$ cat src/verilog/blimp_pkg.sv
// Blimp core shared definitions
// Word and register index types, RV32 opcode fields, micro-ops and
// the fetch handshake states

package blimp_pkg;

  //----------------------------------------------------------
  // Widths
  //----------------------------------------------------------

  typedef logic [31:0] word_t;    // Data word, instruction or PC
  typedef logic [4:0]  reg_idx_t; // Architectural register index

  //----------------------------------------------------------
  // Micro-ops and FSM states
  //----------------------------------------------------------

  typedef enum logic [1:0] {
    UOP_ADD,  // rd = rs1 + rs2
    UOP_ADDI, // rd = rs1 + sext(imm)
    UOP_MUL   // rd = low 32 bits of rs1 * rs2
  } uop_e;

  typedef enum logic [1:0] {
    FETCH_REQ,       // Idle, may raise req
    FETCH_WAIT_ACK,  // req high, waiting for ack
    FETCH_WAIT_DROP  // req dropped, waiting for ack to fall
  } fetch_state_e;

  //----------------------------------------------------------
  // Encodings
  //----------------------------------------------------------

  localparam logic [6:0] OPC_OP     = 7'b0110011; // Register-register
  localparam logic [6:0] OPC_OP_IMM = 7'b0010011; // Register-immediate
  localparam logic [6:0] F7_ADD     = 7'b0000000;
  localparam logic [6:0] F7_MUL     = 7'b0000001; // M extension

  // addi x0, x0, 0
  localparam word_t NOP_INSTR = 32'h0000_0013;

endpackage

$ cat src/verilog/alu_unit.sv
// Blimp ALU pipe
// Single registered stage computing a + b for ADD and ADDI
`timescale 1ns/10ps

module alu_unit
  import blimp_pkg::*;
#(
  parameter p_seq_num_bits = 3
) (
  input  logic                      clk,
  input  logic                      rst_n,
  input  logic                      alu_val,
  input  logic [p_seq_num_bits-1:0] alu_seq,
  input  reg_idx_t                  alu_waddr,
  input  word_t                     alu_a,
  input  word_t                     alu_b,  // Immediate already extended
  output logic                      alu_cpl_val,
  output logic [p_seq_num_bits-1:0] alu_cpl_seq,
  output reg_idx_t                  alu_cpl_waddr,
  output word_t                     alu_cpl_data
);

  always_ff @(posedge clk or negedge rst_n) begin
    if (!rst_n) alu_cpl_val <= 1'b0;
    else alu_cpl_val <= alu_val;    // Completes next cycle
  end

  // Result and tag
  always_ff @(posedge clk) begin
    if (alu_val) begin
      alu_cpl_seq   <= alu_seq;
      alu_cpl_waddr <= alu_waddr;
      alu_cpl_data  <= alu_a + alu_b;
    end
  end

endmodule

$ cat config.mk
export PLATFORM = sky130hd
export DESIGN_NAME = alu_unit
export DESIGN_NICKNAME = d
export VERILOG_FILES = /design/src/verilog/blimp_pkg.sv /design/src/verilog/alu_unit.sv
export SDC_FILE = /design/constraint.sdc
export NUM_CORES = 1
export LEC_CHECK = 0
export CORE_ASPECT_RATIO = 0.8
export CORE_MARGIN = 8
export CORE_UTILIZATION = 40
export DETAILED_ROUTE_END_ITERATION = 7
export DONT_BUFFER_PORTS = 1
export PLACE_DENSITY = 0.63
export SLEW_MARGIN = 20
export SYNTH_ARGS = -nofsm -noshare
export SYNTH_HDL_FRONTEND = slang
export SYNTH_SLANG_ARGS = --single-unit
$ cat constraint.sdc
create_clock -name clk -period 0.8 [get_ports clk]
set_clock_uncertainty 0.2 [all_clocks]
set_input_delay 0.04 -clock clk [delete_from_list [all_inputs] [get_ports clk]]
set_output_delay 0.04 -clock clk [all_outputs]
set_load 0.005 [all_outputs]
==> results of run 1 <==
cell type report:
cell class,instances,share of cell area (%)
clock inverter,3,0.989
multi-input combinational,224,49.5
sequential,41,26.2
tap,90,2.41
clock buffer,5,1.47
inverter,6,0.481
timing repair buffer,110,19.0
per-stage QoR:
| step | setup TNS [ns] | worst slack (ns) |
|---|---|---|
| 4_1_cts | -30.03 | -1.07 |
| 5_1_grt | -32.71 | -1.16 |
| 3_5_place_dp | -33.32 | -1.40 |
| 6_report | -30.08 | -1.10 |
| 2_1_floorplan | -27.88 | -1.39 |
| 3_3_place_gp | -32.77 | -1.38 |
report_power, final:
part           switching [mW]  internal [mW]
logic                    1.28           1.55
clock network           0.773          0.934
registers               0.188           2.78
total                    2.24           5.26
critical path, stage by stage:
cell and delay [ns]:
sky130_fd_sc_hd__ha_4 0.14, sky130_fd_sc_hd__fa_2 0.34, sky130_fd_sc_hd__a21o_1 0.21, sky130_fd_sc_hd__a31o_4 0.25, sky130_fd_sc_hd__buf_6 0.12, sky130_fd_sc_hd__a21o_1 0.18, sky130_fd_sc_hd__a21oi_2 0.16, sky130_fd_sc_hd__o21bai_1 0.09
sky130_fd_sc_hd__a21oi_2 0.13, sky130_fd_sc_hd__xnor2_1 0.08
flip-flops by register name, indices dropped and copies added (netlist names):
signal	count
alu_cpl_waddr	5
alu_cpl_val	1
alu_cpl_data	32
alu_cpl_seq	3
cells by family after synthesis:
logic type	synth area share, %
AOI/OAI and AO/OA	23.3
and+or+nand+nor	10.6
DFF	41.2
adders and majority gates	13.7
xor gates and xnor gates	8.25
buffers and inverters	2.19
muxes	0.673
path summary, 6_finish.rpt:
check,startpoint,to,slack (ns),depth (start not counted)
hold / removal,alu_val,alu_cpl_val$_DFF_PN0_,-0.40,0
min in group asynchronous,rst_n,alu_cpl_val$_DFF_PN0_,-0.25,1
setup / recovery,alu_a[0],alu_cpl_data[10]$_DFFE_PP_,-1.10,10
max in group asynchronous,rst_n,alu_cpl_val$_DFF_PN0_,0.54,1
layer usage:
| layer | vias up | global-route usage, % |
|---|---|---|
| met3 | 5 | 4.96 |
| met5 | - | 0 |
| li1 | 1299 | - |
| met4 | 0 | 3.70 |
| met1 | 1226 | 19.3 |
| met2 | 77 | 28.8 |
cell usage in the layout (no fill, tap or decap), types with 3 or more instances in the layout:
master and instances:
sky130_fd_sc_hd__o21ai_1 7, sky130_fd_sc_hd__clkbuf_8 5, sky130_fd_sc_hd__nor3_1 3, sky130_fd_sc_hd__ha_1 12, sky130_fd_sc_hd__a21oi_2 16, sky130_fd_sc_hd__o21bai_1 4, sky130_fd_sc_hd__buf_4 90, sky130_fd_sc_hd__xor2_1 15
sky130_fd_sc_hd__nand2_1 13, sky130_fd_sc_hd__a21o_1 19, sky130_fd_sc_hd__ha_4 18, sky130_fd_sc_hd__a31oi_4 3, sky130_fd_sc_hd__buf_6 11, sky130_fd_sc_hd__a21oi_4 6, sky130_fd_sc_hd__nor2_1 11, sky130_fd_sc_hd__edfxtp_1 40
sky130_fd_sc_hd__inv_1 5, sky130_fd_sc_hd__o21ai_2 5, sky130_fd_sc_hd__nand3_1 7, sky130_fd_sc_hd__xnor2_1 8, sky130_fd_sc_hd__a21oi_1 7, sky130_fd_sc_hd__nand4_1 7, sky130_fd_sc_hd__nand2_2 5, sky130_fd_sc_hd__dlygate4sd3_1 9
sky130_fd_sc_hd__xnor2_2 5
repair_timing:
| item | in CTS | in global routing |
|---|---|---|
| resized for setup | 34 | 30 |
| setup buffers | 9 | 2 |
| setup endpoints to repair | 71 | 72 |
| endpoints found under the hold margin | 59 | 50 |
| pin swaps | 24 | 15 |
==> impl_results.html, run 1 <==
<table>
<tr><th>Metric</th><th>Value</th></tr>
<tr><th colspan="2">Outcome</th></tr>
<tr><td>Status</td><td>finished with violations</td></tr>
<tr><td>Failing checks</td><td>hold timing, setup timing</td></tr>
<tr><th colspan="2">Die</th></tr>
<tr><td>Cell row count</td><td>28</td></tr>
<tr><td>Effective utilization at floorplan</td><td>40.8%</td></tr>
<tr><td>Vert. Die Dim</td><td>93.1 um</td></tr>
<tr><td>Die boundary width</td><td>112 um</td></tr>
<tr><td>I/O pins</td><td>116</td></tr>
<tr><td>Total die area</td><td>10500 um^2</td></tr>
<tr><td>Area inside the core boundary</td><td>7290 um^2</td></tr>
<tr><th colspan="2">Worst setup path</th></tr>
<tr><td>CP Data Required Time</td><td>roughly 0.65 ns</td></tr>
<tr><td>Endpoint type of the worst setup path</td><td>flop</td></tr>
<tr><td>Critical-path maximum fanout</td><td>3</td></tr>
<tr><td>Arrival time reported for the critical path endpoint</td><td>1.74 ns</td></tr>
<tr><td>Launching element type of the critical path</td><td>input pin</td></tr>
<tr><td>Worst Setup Path Type</td><td>input pin to flop</td></tr>
<tr><th colspan="2">STA</th></tr>
<tr><td>Worst Max-Slew Pin Slew</td><td>0.321 ns</td></tr>
<tr><td>Setup repair after global routing missed its margin</td><td>yes</td></tr>
<tr><td>PnR worst setup slack</td><td>-1.10 ns</td></tr>
<tr><td>Worst hold slack</td><td>-0.402 ns</td></tr>
<tr><td>Pins over their slew limit</td><td>0</td></tr>
<tr><td>Highest clock rate</td><td>528 MHz</td></tr>
<tr><td>Portion of the clock cycle consumed by the worst path in the final layout</td><td>237%</td></tr>
<tr><td>Worst max-slew margin expressed relative to the limit</td><td>78.6%</td></tr>
<tr><td>Min Clock Period, post-route</td><td>1.90 ns</td></tr>
<tr><td>Setup violations, final</td><td>71</td></tr>
<tr><td>Number of hold violations in the final report</td><td>50</td></tr>
<tr><th colspan="2">Routing</th></tr>
<tr><td>Drt wl/cell</td><td>18.1 um</td></tr>
<tr><td>Number of DRC violations after detailed routing</td><td>0</td></tr>
<tr><td>Met3 wire length</td><td>between 500 and 600 um</td></tr>
<tr><td>Final wirelength</td><td>8650 um</td></tr>
<tr><td>Routed via count</td><td>approximately 2600</td></tr>
<tr><td>Metal-1 WL</td><td>between 3000 and 4000 um</td></tr>
<tr><td>Routed wl met2</td><td>approximately 4300 um</td></tr>
<tr><td>Iter 0 DRT Violations</td><td>68</td></tr>
<tr><td>Number of vias per cell</td><td>around 5.4</td></tr>
<tr><td>Top sig layer</td><td>met4</td></tr>
<tr><td>First-pass iteration count of the detailed router</td><td>5</td></tr>
<tr><td>Antenna-violating nets left</td><td>0</td></tr>
<tr><th colspan="2">Synthesis</th></tr>
<tr><td>Area share of the largest cell type after synthesis</td><td>about two fifths</td></tr>
<tr><td>Post-Synthesis Net Count</td><td>388</td></tr>
<tr><td>Synthesized flop and latch total</td><td>between 40 and 50</td></tr>
<tr><td>Sequential-to-total area share from yosys stat</td><td>41.2%</td></tr>
<tr><td>Average size of a mapped cell</td><td>10.6 um^2</td></tr>
<tr><td>Most area-consuming cells after synthesis</td><td>sky130_fd_sc_hd__edfxtp_1, sky130_fd_sc_hd__ha_1, sky130_fd_sc_hd__a21oi_1</td></tr>
<tr><td>Library cell occupying the most area in the post-synthesis netlist</td><td>sky130_fd_sc_hd__edfxtp_1</td></tr>
<tr><td>Most common flop cell mapped by yosys</td><td>sky130_fd_sc_hd__edfxtp_1</td></tr>
<tr><td>Leading cell type by number of instances after synthesis</td><td>sky130_fd_sc_hd__edfxtp_1</td></tr>
<tr><td>Number of different library cells in the post-synthesis netlist</td><td>53</td></tr>
<tr><td>Count of flip-flops with a built-in enable after synthesis</td><td>40</td></tr>
<tr><td>Most frequent cells after synthesis</td><td>sky130_fd_sc_hd__edfxtp_1, sky130_fd_sc_hd__ha_1, sky130_fd_sc_hd__a21oi_1</td></tr>
<tr><td>Fraction of registers with async set or reset after synthesis</td><td>2.44%</td></tr>
<tr><td>Gate count after technology mapping</td><td>about 280</td></tr>
<tr><td>Cell area after synthesis</td><td>2970 um^2</td></tr>
<tr><td>Number of warnings issued by yosys</td><td>0</td></tr>
<tr><th colspan="2">Clock network</th></tr>
<tr><td>Clock tree root buffer cell</td><td>sky130_fd_sc_hd__clkbuf_8</td></tr>
<tr><td>CTS hold repair buffers</td><td>10</td></tr>
<tr><td>Number of buffers on the longest clock path</td><td>2</td></tr>
<tr><td>Clock-pin slew on the worst setup and hold paths</td><td>around 0.080 ns</td></tr>
<tr><td>CTS sink count</td><td>41</td></tr>
<tr><td>Clock tree from TritonCTS</td><td>done</td></tr>
<tr><td>Number of levels in the clock H-tree</td><td>2</td></tr>
<tr><td>Clock buffers created by TritonCTS</td><td>5</td></tr>
<tr><th colspan="2">Final layout</th></tr>
<tr><td>Final antenna diode count</td><td>0</td></tr>
<tr><td>Core Util, Final</td><td>64.2%</td></tr>
<tr><td>Layout area overhead</td><td>57.4%</td></tr>
<tr><td>Sequential Area</td><td>1230 um^2</td></tr>
<tr><td>Count of nets after finishing</td><td>495</td></tr>
<tr><td>Fillers</td><td>between 500 and 600</td></tr>
<tr><td>Fin cells</td><td>479</td></tr>
<tr><td>Final Instance Area</td><td>4680 um^2</td></tr>
<tr><td>Area of the multi-input gates</td><td>2310 um^2</td></tr>
<tr><td>Fraction of layout instances using a drive strength above 1</td><td>about half</td></tr>
<tr><th colspan="2">Power and ir drop</th></tr>
<tr><td>Power density over the cells</td><td>1600 nW/um^2</td></tr>
<tr><td>Total chip power</td><td>7.50 mW</td></tr>
<tr><td>Leakage power of the design</td><td>1.91 nW</td></tr>
<tr><td>IR drop worst, VDD</td><td>between 0.8 and 0.9 mV</td></tr>
<tr><th colspan="2">Place</th></tr>
<tr><td>Port Buffers</td><td>0</td></tr>
<tr><td>Cell count after placement</td><td>between 400 and 500</td></tr>
<tr><td>Detailed-placement wirelength estimate</td><td>6890 um</td></tr>
<tr><td>Cell area after placement</td><td>4080 um^2</td></tr>
<tr><td>Final GP Congestion</td><td>about 0.87</td></tr>
<tr><th colspan="2">GRT</th></tr>
<tr><td>Vias in the first global route</td><td>2746</td></tr>
<tr><td>Maximum number of pins on one net before global-route repair</td><td>42</td></tr>
<tr><td>Global Route Usage Sum</td><td>16.3%</td></tr>
<tr><td>Wire length of the first global-routing pass</td><td>13800 um</td></tr>
<tr><td>Number of antenna violations at the first check in global routing</td><td>0</td></tr>
<tr><td>Aggregate global routing overflow</td><td>0</td></tr>
<tr><th colspan="2">Run</th></tr>
<tr><td>Maximum Capacitance Violations</td><td>0</td></tr>
<tr><th colspan="2">Min path</th></tr>
<tr><td>Class of the tightest hold or removal check</td><td>input pin to flop</td></tr>
</table>
Power figures use the tool's default switching activity.
==> run 2, diff against run 1 <==
--- a/config.mk
+++ b/config.mk
@@ -7,10 +7,12 @@
 export LEC_CHECK = 0
 export CORE_ASPECT_RATIO = 0.8
 export CORE_MARGIN = 8
-export CORE_UTILIZATION = 40
+export CORE_UTILIZATION = 60
+export CTS_BUF_LIST = sky130_fd_sc_hd__clkbuf_2
 export DETAILED_ROUTE_END_ITERATION = 7
 export DONT_BUFFER_PORTS = 1
-export PLACE_DENSITY = 0.63
+export HOLD_SLACK_MARGIN = 0.12
+export PLACE_DENSITY = 0.85
 export SLEW_MARGIN = 20
 export SYNTH_ARGS = -nofsm -noshare
 export SYNTH_HDL_FRONTEND = slang
==> run 2 against run 1 <==
Wire length increased by 56%. Sequential share of layout area grew 0.90 points. Largest power group is now combinational logic. Cell count fell by 6.3%. The flow still finishes with violations (hold timing, setup timing). Total power is 4.0% lower. Utilization up 28 points. Critical path depth rose by 1. Clock power down 39%. Flip-flop and latch count stayed put. Count of clock-buffer cells in the layout rose by 1. Highest routed layer unchanged. Largest cell class unchanged.
==> impl_results.html, run 2 (synthesis gave the netlist of run 1 again) <==
<table>
<tr><th>Metric</th><th>Value</th></tr>
<tr><th colspan="2">Outcome</th></tr>
<tr><td>Status</td><td>finished with violations (unchanged)</td></tr>
<tr><td>Failing checks</td><td>hold timing, setup timing (unchanged)</td></tr>
<tr><th colspan="2">Worst setup path</th></tr>
<tr><td>Endpoint type of the worst setup path</td><td>flop (unchanged)</td></tr>
<tr><td>CP Data Required Time</td><td>0.87 ns (was 0.65 ns)</td></tr>
<tr><td>Arrival time reported for the critical path endpoint</td><td>1.99 ns (was 1.74 ns)</td></tr>
<tr><td>Start point of the critical path</td><td>alu_a[0] (unchanged)</td></tr>
<tr><td>Worst Setup Path Type</td><td>input pin to flop (unchanged)</td></tr>
<tr><td>Critical-path maximum fanout</td><td>3 (unchanged)</td></tr>
<tr><td>Launching element type of the critical path</td><td>input pin (unchanged)</td></tr>
<tr><th colspan="2">Min path</th></tr>
<tr><td>Min-Delay Startpoint</td><td>alu_val (unchanged)</td></tr>
<tr><td>Cell count of the worst hold path</td><td>0 (unchanged)</td></tr>
<tr><td>Capture endpoint of the worst hold path</td><td>alu_cpl_val$_DFF_PN0_ (unchanged)</td></tr>
<tr><td>Class of the tightest hold or removal check</td><td>input pin to flop (unchanged)</td></tr>
<tr><th colspan="2">GRT</th></tr>
<tr><td>Number of antenna violations at the first check in global routing</td><td>0 (unchanged)</td></tr>
<tr><td>Most Used Layer, Global Route</td><td>met2 (unchanged)</td></tr>
<tr><td>Wire length of the first global-routing pass</td><td>16000 um (was 13800 um)</td></tr>
<tr><td>Vias in the first global route</td><td>3042 (was 2746)</td></tr>
<tr><td>Global Route Usage Sum</td><td>27.4% (was 16.3%)</td></tr>
<tr><td>Aggregate global routing overflow</td><td>0 (unchanged)</td></tr>
<tr><td>Maximum number of pins on one net before global-route repair</td><td>42 (unchanged)</td></tr>
<tr><td>GR Util met2</td><td>45.4% (was 28.8%)</td></tr>
<tr><td>Global routing met1 resource utilization</td><td>31.3% (was 19.3%)</td></tr>
<tr><td>Grt met3 use</td><td>9.98% (was 4.96%)</td></tr>
<tr><th colspan="2">Power and ir drop</th></tr>
<tr><td>Leakage power of the design</td><td>1.84 nW (was 1.91 nW)</td></tr>
<tr><td>Power density over the cells</td><td>1590 nW/um^2 (was 1600 nW/um^2)</td></tr>
<tr><td>IR drop worst, VDD</td><td>1.24 mV (was 0.803 mV)</td></tr>
<tr><th colspan="2">Routing</th></tr>
<tr><td>First-pass iteration count of the detailed router</td><td>6 (was 5)</td></tr>
<tr><td>Drt wl/cell</td><td>30.1 um (was 18.1 um)</td></tr>
<tr><td>Number of DRC violations after detailed routing</td><td>0 (unchanged)</td></tr>
<tr><td>Routed via count</td><td>3355 (was 2607)</td></tr>
<tr><td>Iter 0 DRT Violations</td><td>577 (was 68)</td></tr>
<tr><td>Antenna-violating nets left</td><td>0 (unchanged)</td></tr>
<tr><td>Number of vias per cell</td><td>7.47 (was 5.44)</td></tr>
<tr><td>Final wirelength</td><td>13500 um (was 8650 um)</td></tr>
<tr><th colspan="2">Clock network</th></tr>
<tr><td>CTS sink count</td><td>41 (unchanged)</td></tr>
<tr><td>Number of buffers on the longest clock path</td><td>2 (unchanged)</td></tr>
<tr><td>Clock buffers created by TritonCTS</td><td>5 (unchanged)</td></tr>
<tr><td>Clock-pin slew on the worst setup and hold paths</td><td>0.26 ns (was 0.08 ns)</td></tr>
<tr><td>Clock tree from TritonCTS</td><td>done (unchanged)</td></tr>
<tr><td>Number of levels in the clock H-tree</td><td>2 (unchanged)</td></tr>
<tr><td>Clock tree root buffer cell</td><td>sky130_fd_sc_hd__clkbuf_2 (was sky130_fd_sc_hd__clkbuf_8)</td></tr>
<tr><th colspan="2">Die</th></tr>
<tr><td>Area inside the core boundary</td><td>4890 um^2 (was 7290 um^2)</td></tr>
<tr><td>Vert. Die Dim</td><td>79.0 um (was 93.1 um)</td></tr>
<tr><td>Die boundary width</td><td>94.7 um (was 112 um)</td></tr>
<tr><td>I/O pins</td><td>116 (unchanged)</td></tr>
<tr><td>Effective utilization at floorplan</td><td>60.8% (was 40.8%)</td></tr>
<tr><td>Total die area</td><td>7480 um^2 (was 10500 um^2)</td></tr>
<tr><td>Cell row count</td><td>23 (was 28)</td></tr>
<tr><th colspan="2">STA</th></tr>
<tr><td>PnR worst setup slack</td><td>-1.12 ns (was -1.10 ns)</td></tr>
<tr><td>Number of hold violations in the final report</td><td>68 (was 50)</td></tr>
<tr><td>Worst max-slew margin expressed relative to the limit</td><td>75.4% (was 78.6%)</td></tr>
<tr><td>Setup repair after global routing missed its margin</td><td>yes (unchanged)</td></tr>
<tr><td>Min Clock Period, post-route</td><td>1.92 ns (was 1.90 ns)</td></tr>
<tr><td>Worst Max-Slew Pin Slew</td><td>0.366 ns (was 0.321 ns)</td></tr>
<tr><td>Portion of the clock cycle consumed by the worst path in the final layout</td><td>240% (was 237%)</td></tr>
<tr><td>Setup violations, final</td><td>71 (unchanged)</td></tr>
<tr><td>Worst hold slack</td><td>-0.586 ns (was -0.402 ns)</td></tr>
<tr><td>Pins over their slew limit</td><td>0 (unchanged)</td></tr>
<tr><td>Highest clock rate</td><td>520 MHz (was 528 MHz)</td></tr>
<tr><td>TNS Setup</td><td>-38.18 ns (was -30.08 ns)</td></tr>
<tr><th colspan="2">Final layout</th></tr>
<tr><td>Largest register by flop count</td><td>alu_cpl_data (unchanged)</td></tr>
<tr><td>Layout area overhead</td><td>52.2% (was 57.4%)</td></tr>
<tr><td>Registers with the most flip-flops</td><td>alu_cpl_data (32), alu_cpl_waddr (5), alu_cpl_seq (3) (unchanged)</td></tr>
<tr><td>Commonest non-fill, non-tap cell in the layout</td><td>sky130_fd_sc_hd__buf_4 (unchanged)</td></tr>
<tr><td>Final antenna diode count</td><td>0 (unchanged)</td></tr>
<tr><td>Most frequent cells in the layout</td><td>sky130_fd_sc_hd__buf_4, sky130_fd_sc_hd__edfxtp_1, sky130_fd_sc_hd__a21o_1, sky130_fd_sc_hd__ha_4 (was sky130_fd_sc_hd__buf_4, sky130_fd_sc_hd__edfxtp_1, sky130_fd_sc_hd__a21o_1, sky130_fd_sc_hd__ha_4, sky130_fd_sc_hd__a21oi_2)</td></tr>
<tr><td>Fraction of layout instances using a drive strength above 1</td><td>49.6% (was 51.4%)</td></tr>
<tr><td>Count of nets after finishing</td><td>493 (was 495)</td></tr>
<tr><td>Number of flip-flops under the largest register name</td><td>32 (unchanged)</td></tr>
<tr><th colspan="2">Run</th></tr>
<tr><td>Maximum Capacitance Violations</td><td>0 (unchanged)</td></tr>
<tr><th colspan="2">Place</th></tr>
<tr><td>Final GP Congestion</td><td>0.867 (was 0.866)</td></tr>
<tr><td>Detailed-placement wirelength estimate</td><td>7300 um (was 6890 um)</td></tr>
<tr><td>Worst slack at placement</td><td>-1.57 ns (was -1.40 ns)</td></tr>
<tr><td>Port Buffers</td><td>0 (unchanged)</td></tr>
</table>
==> run 2: final cells by class <==
class | count | area [um^2]
Multi-Input combinational cell | 224 | 2270
Fill cell | 149 | 367
Tap cell | 62 | 77.6
Inverter | 6 | 22.5
Clock inverter | 2 | 11.3
Clock buffer | 6 | 30.0
Sequential cell | 41 | 1230
Timing Repair Buffer | 108 | 883
==> run 2: power breakdown <==
| group | internal, mW | switching (mW) | leakage (nW) |
|---|---|---|---|
| combinational | 1.53 | 1.64 | 1.41 |
| clock | 0.217 | 0.832 | 0.0266 |
| sequential | 2.78 | 0.201 | 0.403 |
==> run 2: what timing repair did <==
action | 4_1_cts | 5_1_grt
resized for setup | 20 | 39
endpoints found under the hold margin | 81 | 81
setup buffers | 8 | 8
hold buffers | 10 | 1
endpoints found under the setup margin | 70 | 70
pin swaps | 24 | 26
==> run 2: critical path, cell delays in order <==
cell	delay, ns
sky130_fd_sc_hd__ha_4	0.16
sky130_fd_sc_hd__buf_6	0.12
sky130_fd_sc_hd__a211oi_4	0.34
sky130_fd_sc_hd__o21ai_4	0.11
sky130_fd_sc_hd__o21bai_4	0.21
sky130_fd_sc_hd__buf_4	0.14
sky130_fd_sc_hd__buf_6	0.08
sky130_fd_sc_hd__o211ai_1	0.14
sky130_fd_sc_hd__a2111o_1	0.45
sky130_fd_sc_hd__nand2_2	0.10
sky130_fd_sc_hd__xnor2_1	0.08
==> run 2: metal layers <==
layer  up-vias  part of all wire, %
li1       1289                    -
met3       128                   15
met1      1518                   34
met2       420                   44
met5         -                    0
met4         0                  7.2
==> run 2: how the worst max path moves through the flow <==
stage	end	slack, ns
5_1_grt	alu_cpl_data[29]$_DFFE_PP_	-1.14
3_3_place_gp	alu_cpl_data[31]$_DFFE_PP_	-1.42
4_1_cts	alu_cpl_data[31]$_DFFE_PP_	-0.92
6_report	alu_cpl_data[29]$_DFFE_PP_	-1.12
3_5_place_dp	alu_cpl_data[31]$_DFFE_PP_	-1.57
2_1_floorplan	alu_cpl_data[31]$_DFFE_PP_	-1.39
==> run 2: through the flow <==
stage | hold WS, ns | utilization [%] | power, mW | cells | area [um^2]
after floorplan | -0.456 | - | 4.45 | 281 | 3340
after global placement | -0.456 | 81.1 | 5.21 | 415 | 3970
after detailed placement | -0.456 | 81.1 | 5.35 | 415 | 3970
after CTS | -0.566 | 87.4 | 6.49 | 441 | 4270
after global routing | -0.605 | 92.5 | 7.36 | 449 | 4530
final | -0.586 | 92.5 | 7.20 | 449 | 4530
